`src/logic/sw_status_consts.svh`:
```
/*
 * Simulation SRAM window location and depth,
 * the status and log word addresses, and the software status codes
 */

`ifndef SW_STATUS_CONSTS_SVH
`define SW_STATUS_CONSTS_SVH

// Window seen by the processor data bus
`define SIM_SRAM_START 32'h1000_0000
`define SIM_SRAM_WORDS 256

// Special words at the top of the window
`define SW_STATUS_ADDR (`SIM_SRAM_START + ((`SIM_SRAM_WORDS - 1) * 4))
`define SW_LOG_ADDR    (`SIM_SRAM_START + ((`SIM_SRAM_WORDS - 2) * 4))

// Codes carried in the low half of a status write
`define STATUS_IN_TEST 16'h4354
`define STATUS_PASSED  16'h900d
`define STATUS_FAILED  16'hbaad

`endif
```
`src/logic/sw_status_pkg.sv`:
```
/*
 * Bus address and data types, status code and store index types,
 * and the status tracker state encoding
 */

`include "sw_status_consts.svh"

package sw_status_pkg;

  // Processor data bus
  typedef logic [31:0] bus_addr_t;
  typedef logic [31:0] bus_data_t;

  // Low 16 bits of a status write
  typedef logic [15:0] status_code_t;

  // Word index into the window
  typedef logic [$clog2(`SIM_SRAM_WORDS)-1:0] sram_index_t;

  // Software test progress
  typedef enum logic [1:0] {
    Boot   = 2'd0,
    InTest = 2'd1,
    Passed = 2'd2,
    Failed = 2'd3
  } status_state_e;

endpackage

```
`src/logic/sw_status_tracker.sv`:
```
/*
 * Software test status FSM, follows the codes written
 * to the status word
 */

`timescale 1ns/1ps

`include "sw_status_consts.svh"

module sw_status_tracker (
  input  logic                         clk,
  input  logic                         reset_i,
  input  logic                         status_we_i,
  input  sw_status_pkg::status_code_t  status_code_i,
  output sw_status_pkg::status_state_e state_o
);
  import sw_status_pkg::*;

  status_state_e state_q;
  status_state_e state_d;

  always_comb begin
    state_d = state_q;
    if (status_we_i) begin
      case (state_q)
        Boot: begin
          if (status_code_i == `STATUS_IN_TEST) begin
            state_d = InTest;
          end else if (status_code_i == `STATUS_FAILED) begin
            // A failure reported before the test starts still ends it
            state_d = Failed;
          end
        end
        InTest: begin
          if (status_code_i == `STATUS_PASSED) begin
            state_d = Passed;
          end else if (status_code_i == `STATUS_FAILED) begin
            state_d = Failed;
          end
        end
        // Passed and Failed hold until reset
        default: begin
          state_d = state_q;
        end
      endcase
    end
  end

  always_ff @(posedge clk) begin
    if (reset_i) begin
      state_q <= Boot;
    end else begin
      state_q <= state_d;
    end
  end

  assign state_o = state_q;

endmodule

```
`config.mk`:
```
export PLATFORM = sky130hd
export DESIGN_NAME = sw_status_tracker
export DESIGN_NICKNAME = d
export VERILOG_FILES = /design/src/logic/sw_status_pkg.sv /design/src/logic/sw_status_tracker.sv
export VERILOG_INCLUDE_DIRS = /design/src /design/src/logic
export SDC_FILE = /design/constraint.sdc
export NUM_CORES = 1
export LEC_CHECK = 0
export BUFFER_PORTS_ARGS = -buffer_cell sky130_fd_sc_hd__clkbuf_2
export CORE_AREA = 3 3 40 42
export DETAILED_ROUTE_END_ITERATION = 10
export DIE_AREA = 0 0 43 45
export PLACE_DENSITY = 0.42
export SLEW_MARGIN = 0
export SYNTH_ARGS = -nofsm -noshare
export SYNTH_HDL_FRONTEND = slang
export SYNTH_SLANG_ARGS = --single-unit
```
`constraint.sdc`:
```
create_clock -name clk -period 0.9 [get_ports clk]
set_input_delay 0.045 -clock clk [delete_from_list [all_inputs] [get_ports clk]]
set_output_delay 0.045 -clock clk [all_outputs]
set_load 0.02 [all_outputs]
```
==> flow_summary_export.csv <==
group,metric,value,unit
run_status,outcome,"finished, violations left",
run_status,violations,"setup timing",
finish,layout_common_cells,"19 x clkbuf_2, 6 x buf_4, 3 x and4_1, 3 x clkbuf_4",
finish,multi_input_area,200.2,µm²
clock_network,postCtsSetupRepairBufs,0,
sta,relSlewSlack,0.8167,
detailed_routing,post_drt_wl_per_cell,11.58,µm
global_route,antenna_found_initial,0,
finish,final_area,427.9,µm²
finish,seqCellArea,42.54,µm²
detailed_routing,vias,312,
finish,largest_reg_flops,2,
global_route,grt_max_degree,4,
sta,finalHoldViolCount,0,
global_route,gr-usage-all-layers,0.08396,
detailed_routing,drtIter0Drc,4,
yosys,syn_area,229.0,µm²
hold_path,min_path_type,"in -> reg",
placed_design,io_buffers,20,
global_route,grt-ovfl-total,0,
sta,timing.final.crit_period,999.0,ps
run,maxCapViolations,0,
finish,instances_no_fill,64,
clock_network,clk_pin_slew,30,ps
placed_design,gp_congestion,0.8162,
detailed_routing,routed_wl,741,µm
finish,drive_gt1_frac,0.7143,
detailed_routing,drtAntennaViolNets,0,
floorplan,coreArea,1285,µm²
global_route,grt_first_pass_wirelength,1255,µm
clock_network,clockRootBuffer,"clkbuf_4",
yosys,syn_inst,21,
pwr,ir_drop,0.2220,mV
floorplan,start_util,0.1782,
yosys,yosysTopAreaCell,"dfxtp_1",
worst_setup_path,critical_path_class,"reg -> reg",
clock_network,htree_levels,1,
yosys,syn_nets,40,
sta,layout_setup_ws,-98.96,ps
worst_setup_path,worstPathCellList,"nor4bb_4, and4_1, nor4_2",
worst_setup_path,cp.required,990,ps
placed_design,dp.cells,61,
floorplan,pin_count,21,
floorplan,fp.dieW,43,µm
finish,n_fill_cell,143,
floorplan,rows,13,
detailed_routing,drc,0,
yosys,yosys-top-cells-area,"dfxtp_1 17%, and4_1 11%, nor4_2 11%",
worst_setup_path,startpoint_type,"flip-flop",
placed_design,place_area,394.1,µm²
worst_setup_path,cp.arrival,1090,ps
pwr,p_total,369.1,µW
yosys,ys.warnings.count,0,
sta,fmax,1.001,GHz
floorplan,dieHeight,45,µm
clock_network,clkLatencyLatePin,220,ps
worst_setup_path,cpPeakStageDelay,320,ps
clock_network,cts_sinks,2,
sta,worstMarginPinSlew,271.1,ps
finish,area_delta_synth_final,86.88,%
detailed_routing,vias_per_cell,4.875,
worst_setup_path,worstSetupEndpointType,"flip-flop",
sta,fin_skew,0.8829,ps
yosys,synth_top_area_share,0.1749,
worst_setup_path,cp_slowest_cell,"dfxtp_2",
finish,antennaDiodeCount,0,
yosys,ys_seq_area_frac,0.1749,
sta,finalCritPeriodShare,1.110,
pwr,p_per_area,862.5,nW/µm²
worst_setup_path,critPathMaxFanout,2,
sta,report.final.slew_viol_count,0,
clock_network,clock_path_buffers,2,
floorplan,die-area,1935,µm²
sta,finalSetupViolCount,2,
placed_design,dp_slack,-208.4,ps
yosys,netlist-cell-type-count,16,
pwr,power.leakage,0.0001995,µW
finish,finalNetCount,70,
clock_network,cts_tree,"built",
global_route,grt_pass1_vias,365,
sta,rsz0062_at_grt,"yes",
detailed_routing,drt_first_pass_iters,2,
finish,layout_commonest_cell,"clkbuf_2",
yosys,ys_ff_latch,2,
yosys,avgSynthCellArea,10.90,µm²
sta,tns,-146.0,ps
clock_network,cts_buffers,3,
-- Yosys cell counts --
library cell  n
nor4_2        2
or2b_1        1
dfxtp_1       2
nor4b_1       1
a31oi_1       1
a21oi_1       1
nand4_1       2
inv_1         1
and4b_1       1
nor3b_1       1
nor4bb_1      1
and4_1        3
nand4b_4      1
a311oi_1      1
nor4_4        1
and4bb_1      1
-- critical path: cells and delay by family, from the launching register on --
kind,cells,cell delay [ps]
DFF,1,320
and+or+nand+nor,3,560
-- through the flow --
stage / hold slack (ps) / util
after CTS: 1.140 / 0.3311
after detailed placement: 237.5 / 0.3067
after global placement: 232.9 / 0.3067
after floorplan: 107.0 / -
final: 10.73 / 0.3330
after global routing: 4.130 / 0.3330
-- layer usage --
| layer | global-route usage | vias to the layer above | part of all wire |
|---|---|---|---|
| li1 | - | 153 | - |
| met1 | 0.07674 | 143 | 0.37 |
| met2 | 0.1737 | 16 | 0.55 |
| met3 | 0.01992 | 0 | 0.082 |
| met4 | 0.03614 | 0 | 0 |
| met5 | 0 | - | 0 |
-- worst paths after layout --
check / to / cells past startpoint / start / slack [ps]
setup / recovery: state_o[0] / 3 / state_o[1] / -100
hold reg to reg: state_o[1] / 3 / state_o[1] / 590
hold / removal: state_o[1] / 2 / reset_i / 10
setup reg to reg: state_o[0] / 3 / state_o[1] / -100
-- power breakdown --
group,internal [µW],switching (µW)
combinational,47.9,36.6
sequential,89.3,0.00131
clock,147,48.3
-- cell type report --
cell class	instances	share of cell area
Clock buffer	3	0.05263
Tap cell	15	0.04386
Multi-Input combinational cell	18	0.4678
Timing Repair Buffer	25	0.3275
Sequential cell	2	0.09942
Inverter	1	0.008772
-- kinds of logic after synthesis --
| kind of cell | count (synthesis) | share of synthesized area |
|---|---|---|
| buffers and inverters | 1 | 0.01638 |
| AOI/OAI and AO/OA | 3 | 0.08744 |
| DFF | 2 | 0.1749 |
| and+or+nand+nor | 15 | 0.7213 |
-- what timing repair did --
action,in CTS,in global routing
endpoints found under the setup margin,2,3
pin swaps,3,0
hold buffers,0,0
gates resized for setup,1,2
No activity file was read; power rests on OpenSTA's default activity.
