## src/logic/sw_status_consts.svh

```systemverilog
/*
 * Simulation SRAM window location and depth,
 * the status and log word addresses, and the software status codes
 */

`ifndef SW_STATUS_CONSTS_SVH
`define SW_STATUS_CONSTS_SVH

// Window seen by the processor data bus
`define SIM_SRAM_START 32'h1000_0000
`define SIM_SRAM_WORDS 256

// Special words at the top of the window
`define SW_STATUS_ADDR (`SIM_SRAM_START + ((`SIM_SRAM_WORDS - 1) * 4))
`define SW_LOG_ADDR    (`SIM_SRAM_START + ((`SIM_SRAM_WORDS - 2) * 4))

// Codes carried in the low half of a status write
`define STATUS_IN_TEST 16'h4354
`define STATUS_PASSED  16'h900d
`define STATUS_FAILED  16'hbaad

`endif
```

## src/logic/sw_status_pkg.sv

```systemverilog
/*
 * Bus address and data types, status code and store index types,
 * and the status tracker state encoding
 */

`include "sw_status_consts.svh"

package sw_status_pkg;

  // Processor data bus
  typedef logic [31:0] bus_addr_t;
  typedef logic [31:0] bus_data_t;

  // Low 16 bits of a status write
  typedef logic [15:0] status_code_t;

  // Word index into the window
  typedef logic [$clog2(`SIM_SRAM_WORDS)-1:0] sram_index_t;

  // Software test progress
  typedef enum logic [1:0] {
    Boot   = 2'd0,
    InTest = 2'd1,
    Passed = 2'd2,
    Failed = 2'd3
  } status_state_e;

endpackage

```

## src/logic/bus_write_decode.sv

```systemverilog
/*
 * Processor write decoder: registers each bus write and flags it as
 * a window store, a status write or a log write
 */

`timescale 1ns/1ps

`include "sw_status_consts.svh"

module bus_write_decode (
  input  logic                        clk,
  input  logic                        reset_i,
  input  logic                        bus_we_i,
  input  sw_status_pkg::bus_addr_t    bus_addr_i,
  input  sw_status_pkg::bus_data_t    bus_data_i,
  output logic                        store_we_o,
  output sw_status_pkg::sram_index_t  store_index_o,
  output sw_status_pkg::bus_data_t    store_data_o,
  output logic                        status_we_o,
  output sw_status_pkg::status_code_t status_code_o,
  output logic                        log_we_o,
  output logic [7:0]                  log_char_o
);
  import sw_status_pkg::*;

  bus_addr_t   offset;
  logic        in_window;
  sram_index_t index_q;
  bus_data_t   data_q;

  // Addresses below the base wrap to a large offset and fail the range check
  assign offset    = bus_addr_i - `SIM_SRAM_START;
  assign in_window = (offset < (`SIM_SRAM_WORDS * 4)) && (bus_addr_i[1:0] == 2'b00);

  // Write strobes, one cycle behind the bus
  always_ff @(posedge clk) begin
    if (reset_i) begin
      store_we_o  <= 1'b0;
      status_we_o <= 1'b0;
      log_we_o    <= 1'b0;
    end else begin
      store_we_o  <= bus_we_i && in_window;
      status_we_o <= bus_we_i && (bus_addr_i == `SW_STATUS_ADDR);
      log_we_o    <= bus_we_i && (bus_addr_i == `SW_LOG_ADDR);
    end
  end

  // Captured write payload
  always_ff @(posedge clk) begin
    if (bus_we_i) begin
      index_q <= sram_index_t'(offset >> 2);
      data_q  <= bus_data_i;
    end
  end

  assign store_index_o = index_q;
  assign store_data_o  = data_q;

  // Status code and log character are slices of the same word
  assign status_code_o = data_q[15:0];
  assign log_char_o    = data_q[7:0];

endmodule

```

## config.mk

```make
export PLATFORM = sky130hd
export DESIGN_NAME = bus_write_decode
export DESIGN_NICKNAME = d
export VERILOG_FILES = /design/src/logic/sw_status_pkg.sv /design/src/logic/bus_write_decode.sv
export VERILOG_INCLUDE_DIRS = /design/src /design/src/logic
export SDC_FILE = /design/constraint.sdc
export NUM_CORES = 1
export LEC_CHECK = 0
export ABC_AREA = 0
export BUFFER_PORTS_ARGS = -buffer_cell sky130_fd_sc_hd__clkbuf_2
export CELL_PAD_IN_SITES_DETAIL_PLACEMENT = 1
export CELL_PAD_IN_SITES_GLOBAL_PLACEMENT = 2
export CORE_ASPECT_RATIO = 0.8
export CORE_UTILIZATION = 23
export DETAILED_ROUTE_END_ITERATION = 6
export PLACE_DENSITY = 0.87
export RECOVER_POWER = 100
export SYNTH_ARGS = -nofsm -noshare
export SYNTH_HDL_FRONTEND = slang
export SYNTH_SLANG_ARGS = --single-unit
```

## constraint.sdc

```tcl
create_clock -name clk -period 3 [get_ports clk]
set_clock_uncertainty 0.15 [all_clocks]
set_input_delay 0.3 -clock clk [delete_from_list [all_inputs] [get_ports clk]]
set_output_delay 0.3 -clock clk [all_outputs]
set_load 0.1 [all_outputs]
```

==> flow_summary.toml, run 1 <==
[setup_path]
critical_path_source = "store_data_o[7]$_DFFE_PP_"
cp_slowest_stage_delay_ps = 890
worst_ep_required_time_ps = 2550
cp.buffers_inverters = 1
worst_path_max_delay_cell = "clkbuf_1"
worst-endpoint-arrival_ps = 1560
crit_path_cell_trace = "clkbuf_1"
start_kind = "register"
critical_path_peak_fanout = 3
critPathKind = "reg -> out"
worst_setup_path_endpoint = "store_data_o[7]"
cpLargestDelayFamily = "buffers and inverters"
critPathCaptureType = "output pin"
critical_path_cell_count = 1

[cts]
clock_sink_count = 43
cts_setup_buffers = 0
clock_tree.root_cell = "clkbuf_8"
postCtsHoldBufs = 0
tritoncts.num_buffers = 5
clock_slew_seen_by_the_registers_of_the_worst_setup_and_hold_paths_ps = 80
clockBufferDepth = 2
cts_tree = "built"
cts_resized = 0
htreeDepth = 2

[global_routing]
grt_overflow = 0
global_route.usage.total_pct = 9.90
largest_net_degree_at_the_start_of_global_routing = 41
number_of_global_route_vias_before_repair = 1067
grt_first_pass_wirelength_um = 5080
initial_antenna_violation_count = 0

[placement]
io_buffers = 133
gp_routability_congestion = 0.702
place.detailed.instances = 277

[cells_and_area]
insertedDiodeCount = 0
syn_to_final_growth_pct = 39.9
fin_cells = 285
layout_nets = 267
multiInputGateArea_um2 = 92.6
final_layout_size_suffix_gt1_share_pct = 33.3
seqCellArea_mm2 = 0.00126
fillerInstances = 772

[synth]
mappedNetlistArea_mm2 = 0.00154
ys_types = 13
synthesized_net_count = 150
cell_count_after_synthesis = 83
ys_seq_elements = 43
average_cell_area_after_synthesis_um2 = 18.5
synth-warning-count = 0
yosysSeqAreaShare_pct = 82.0

[route]
remaining_design_rule_violation_count = 0
via_count = 1143
drtAntennaViolNets = 0
vias_per_cell = 4.01
routed_wirelength_um = 3740
wire_per_inst_um = 13.1
detail_route.iter0.violations = 25
detailedRoute.firstPassIterationCount = 4

[run]
cap_violations = 0

[pwr]
relative_contribution_of_sequential_cells_to_total_power_pct = 41.2
p_leak_nw = 0.823
total_power_w = 0.00175
p_int_w = 0.00100
power.switching_fraction_pct = 42.8
power_density_mw_per_mm2 = 815
switchingPower_w = 0.000751
power.clock.fraction_pct = 24.3
power.combinational.fraction_pct = 34.6
vdd.ir_drop.worst_mv = 0.161

[timing]
slew_limit_headroom_pct = 20.3
max_clock_freq_mhz = 497
final-max-slew-violation-count = 0
setup_viol = 0
worst_hold_margin_ps = 34.7
worst-slew-pin-transition_ps = 1200
grt_setup_unrepaired = "false"
period_utilization_post_route_pct = 67.0
timing.final.hold_violations = 0
layout_min_cycle_time_ps = 2010
setup_total_neg_slack_ps = 0

[run_status]
status = "complete, no violations"

[worst_hold_path]
worstHoldPathType = "in -> reg"

[die]
coreArea_mm2 = 0.00641
rows = 26
io-pin-count = 134
design.die.area_mm2 = 0.00702
die-width_um = 93.4
starting_utilization_of_the_core_area_pct = 24.0
die_y_um = 75.1
## worst min-delay path by stage
stage	start	to	slack [ps]	cells after the start
after CTS	bus_data_i[4]	store_data_o[4]$_DFFE_PP_	20	1
after detailed placement	bus_data_i[10]	store_data_o[10]$_DFFE_PP_	330	1
after global routing	bus_data_i[10]	store_data_o[10]$_DFFE_PP_	20	1
after floorplan	bus_addr_i[2]	log_we_o$_SDFF_PP0_	230	1
final	bus_data_i[27]	store_data_o[27]$_DFFE_PP_	30	1
after global placement	bus_data_i[1]	store_data_o[1]$_DFFE_PP_	330	1
## per-layer routing
layer	up-vias	track usage [%]	routed length, µm
li1	521	-	-
met1	539	9.61	1280
met2	78	19.2	1990
met3	5	3.54	422
met4	0	4.44	44
met5	-	0	0
## synth_stat cells
library cell  count  area [µm²]
buf_4            24         180
dfxtp_1           3        60.1
edfxtp_1         40        1200
inv_1             1        3.75
nand2_1           1        3.75
nand3_1           1        5.00
nand4_1           2        12.5
nor2_1            1        3.75
nor3_1            1        5.00
nor4_1            6        37.5
nor4b_1           1        8.76
or3_1             1        6.26
or4b_1            1        10.0
## power by group through the flow
stage / combinational [W] / clock, W / sequential [W]
after floorplan: 0.000228 / 0 / 0.00105
after global placement: 0.000624 / 0 / 0.000734
after detailed placement: 0.000627 / 0 / 0.000737
after CTS: 0.000627 / 0.000442 / 0.000724
after global routing: 0.000621 / 0.000463 / 0.000728
final: 0.000606 / 0.000426 / 0.000722
## metrics by stage
step           utilization, %  instance area [µm²]  setup WS [ps]
2_1_floorplan               -                 1540           1190
3_3_place_gp             33.3                 2140           1290
3_5_place_dp             33.3                 2140           1230
4_1_cts                  35.0                 2240           1380
5_1_grt                  33.6                 2150            925
6_report                 33.6                 2150            989
## cell usage in the layout, fill, tap and decap left out, drive strengths merged
cell    netlist  routed
clkbuf        0     138
edfxtp       40      40
nor4          6       6
dfxtp         3       3
nand4         2       2
clkinv        0       2
or4b          1       1
nor2          1       1
nand2         1       1
nor4b         1       1
nor3          1       1
inv           1       1
nand3         1       1
or3           1       1
bufinv        0       1
buf          24       1
## sequential cells by signal (all words and copies together) (netlist names)
name	flops
store_data_o	32
store_index_o	8
status_we_o	1
store_we_o	1
log_we_o	1
## logic make-up (layout without fill, tap and decap cells)
kind of cell / count (synthesis) / count (layout) / synth area share, %
and+or+nand+nor: 15 / 15 / 6.02
buffers and inverters: 25 / 143 / 12.0
DFF: 43 / 43 / 82.0
## layout make-up
class | instances | share of cell area (%)
clock buffer | 5 | 3.20
timing repair buffer | 134 | 27.0
tap | 84 | 4.89
multi-input combinational | 15 | 4.30
sequential | 43 | 58.6
inverter | 1 | 0.175
clock inverter | 3 | 1.80
Note: power is estimated with default switching activity, not from simulation.
==> run 2, diff against run 1 <==
--- a/config.mk
+++ b/config.mk
@@ -6,14 +6,14 @@
 export SDC_FILE = /design/constraint.sdc
 export NUM_CORES = 1
 export LEC_CHECK = 0
-export ABC_AREA = 0
+export ABC_AREA = 1
 export BUFFER_PORTS_ARGS = -buffer_cell sky130_fd_sc_hd__clkbuf_2
 export CELL_PAD_IN_SITES_DETAIL_PLACEMENT = 1
 export CELL_PAD_IN_SITES_GLOBAL_PLACEMENT = 2
 export CORE_ASPECT_RATIO = 0.8
-export CORE_UTILIZATION = 23
+export CORE_UTILIZATION = 19
 export DETAILED_ROUTE_END_ITERATION = 6
-export PLACE_DENSITY = 0.87
+export PLACE_DENSITY = 0.77
 export RECOVER_POWER = 100
 export SYNTH_ARGS = -nofsm -noshare
 export SYNTH_HDL_FRONTEND = slang
==> constraint.sdc (replaced) <==
create_clock -name clk -period 1.8 [get_ports clk]
set_clock_uncertainty 0.15 [all_clocks]
set_input_delay 0.18 -clock clk [delete_from_list [all_inputs] [get_ports clk]]
set_output_delay 0.18 -clock clk [all_outputs]
set_load 0.1 [all_outputs]
==> flow_summary.toml, run 2 <==
[synth]
cell_count_after_synthesis = 108
average_cell_area_after_synthesis_um2 = 15.0
synth-async-reset-ratio_pct = 0
synthesized_net_count = 175
fraction_of_post_synthesis_cell_area_in_the_top_cell_type_by_area_pct = 74.3
synth-warning-count = 0
synth-edff-count = 40
synth.area.top_cells = "edfxtp_1 (74%), buf_4 (11%), dfxtp_1 (3.7%), nor2_1 (3.7%), nand2_1 (2.8%)"
ys_seq_elements = 43
yosys.area.top_type = "edfxtp_1"
ys_types = 10
mappedNetlistArea_mm2 = 0.00162
yosysSeqAreaShare_pct = 78.0
yosys-top-cells-count = "edfxtp_1 (40), buf_4 (24), nor2_1 (16), nand2_1 (12), inv_1 (5)"
main_synth_ff_type = "edfxtp_1"
synthMostInstantiatedCell = "edfxtp_1"

[timing]
layout_min_cycle_time_ps = 1590
setup_total_neg_slack_ps = 0
layout_setup_ws_ps = 213
timing.final.hold_violations = 0
max_clock_freq_mhz = 630
final-max-slew-violation-count = 0
grt_setup_unrepaired = "false"
setup_viol = 0
slew_limit_headroom_pct = 42.5
worst-slew-pin-transition_ps = 863
period_utilization_post_route_pct = 88.2

[global_routing]
global_route.usage.total_pct = 9.97
grt_overflow = 0
grt_first_pass_wirelength_um = 6740
initial_antenna_violation_count = 0
number_of_global_route_vias_before_repair = 1413
largest_net_degree_at_the_start_of_global_routing = 36

[die]
die_y_um = 84.5
starting_utilization_of_the_core_area_pct = 20.0
coreArea_mm2 = 0.00809
io-pin-count = 134
rows = 29
design.die.area_mm2 = 0.00888
die-width_um = 105

[pwr]
power.clock.fraction_pct = 24.1
power.combinational.fraction_pct = 36.7
power.switching_fraction_pct = 42.3
p_leak_nw = 1.27
power_density_mw_per_mm2 = 1110
relative_contribution_of_sequential_cells_to_total_power_pct = 39.2
vdd.ir_drop.worst_mv = 0.459
switchingPower_w = 0.00130
p_int_w = 0.00177
total_power_w = 0.00307

[run]
cap_violations = 0

[worst_hold_path]
whs_path_depth = 4
hp-start = "bus_addr_i[0]"
worstHoldPathType = "in -> reg"
hold-path-endpoint = "status_we_o$_SDFF_PP0_"

[cts]
clock_tree.root_cell = "clkbuf_8"
clockBufferDepth = 2
clock_slew_seen_by_the_registers_of_the_worst_setup_and_hold_paths_ps = 80
clock_sink_count = 43
htreeDepth = 2
cts_resized = 0
tritoncts.num_buffers = 5
cts_tree = "built"
cts_setup_buffers = 0

[cells_and_area]
largest_register_ff_count = 32
most_frequent_cells_in_the_layout = "clkbuf_2 (127), dlygate4sd3_1 (43), edfxtp_1 (40), nor2_1 (16), nand2_1 (12)"
insertedDiodeCount = 0
mostFrequentLayoutCell = "clkbuf_2"
syn_to_final_growth_pct = 71.7
layout_nets = 335
final_layout_size_suffix_gt1_share_pct = 51.7
fillerInstances = 922
fin_cells = 377

[route]
via_count = 1368
met3_length_um = 320
remaining_design_rule_violation_count = 0
vias_per_cell = 3.63
detailedRoute.firstPassIterationCount = 3
detail_route.iter0.violations = 19
top_layer_used = "met4"
routed_wirelength_um = 4300
drtAntennaViolNets = 0
dr_wl_met2_um = 2280
m1WireLength_um = 1620
wire_per_inst_um = 11.4

[placement]
post-dp-hpwl_um = 3280
place.detailed.instances = 326
io_buffers = 133
gp_routability_congestion = 0.661
dp_worst_setup_slack_ps = 616

[setup_path]
start_kind = "primary input"
worst_ep_required_time_ps = 1880
critical_path_peak_fanout = 2
worst-endpoint-arrival_ps = 1670
critPathKind = "in -> reg"
critPathCaptureType = "register"

[run_status]
status = "complete, no violations"
==> run 2: layout make-up <==
| cell class | instances | area [µm²] | area share, % |
|---|---|---|---|
| multi-input combinational | 36 | 156 | 5.63 |
| timing repair buffer | 177 | 1090 | 39.3 |
| clock inverter | 3 | 43.8 | 1.58 |
| sequential | 43 | 1260 | 45.4 |
| clock buffer | 5 | 68.8 | 2.48 |
| inverter | 5 | 18.8 | 0.676 |
| tap | 108 | 135 | 4.87 |
==> run 2: cell families (layout without fill, tap and decap cells) <==
logic type             Yosys count  after routing  share of synthesized area [%]
flip-flops                      43             43                           78.0
AND/OR/NAND/NOR                 36             36                           9.67
buffers and inverters           29            190                           12.3
==> run 2: worst max path at each step <==
stage | startpoint | to | slack, ps
final | bus_addr_i[10] | store_we_o$_SDFF_PP0_ | 210
after global routing | bus_addr_i[10] | store_we_o$_SDFF_PP0_ | 110
after CTS | bus_addr_i[10] | store_we_o$_SDFF_PP0_ | 250
after detailed placement | store_data_o[3]$_DFFE_PP_ | store_data_o[3] | 620
after global placement | store_data_o[3]$_DFFE_PP_ | status_code_o[3] | 630
after floorplan | store_data_o[0]$_DFFE_PP_ | status_code_o[0] | 110
==> run 2: metrics by stage <==
step	utilization (%)	cell area [µm²]	hold WS [ps]
6_report	34.3	2780	15.5
5_1_grt	34.3	2780	14.9
4_1_cts	34.6	2800	0.523
3_5_place_dp	27.9	2260	209
3_3_place_gp	27.9	2260	208
2_1_floorplan	-	1620	129
==> run 2: power by group through the flow <==
stage                     clock network [W]  registers [W]  logic (W)
after floorplan                           0        0.00175   0.000389
after global placement                    0        0.00122    0.00106
after detailed placement                  0        0.00123    0.00106
after CTS                          0.000785        0.00121    0.00114
after global routing               0.000808        0.00121    0.00116
final                              0.000742        0.00120    0.00113
==> run 2: timing repair <==
action,CTS,global route
endpoints found under the setup margin,0,0
hold buffers,43,0
endpoints found under the hold margin,43,0
==> run 2: layer usage <==
metal / vias up / global-route usage, %
li1: 660 / -
met1: 619 / 10.2
met2: 82 / 18.7
met3: 7 / 2.95
met4: 0 / 4.74
met5: - / 0
==> run 2: critical path: stages <==
cell	delay, ps
dlygate4sd3_1	540
clkbuf_2	120
nor2_2	100
dlygate4sd3_1	560
nand3b_1	70
nor2_1	90
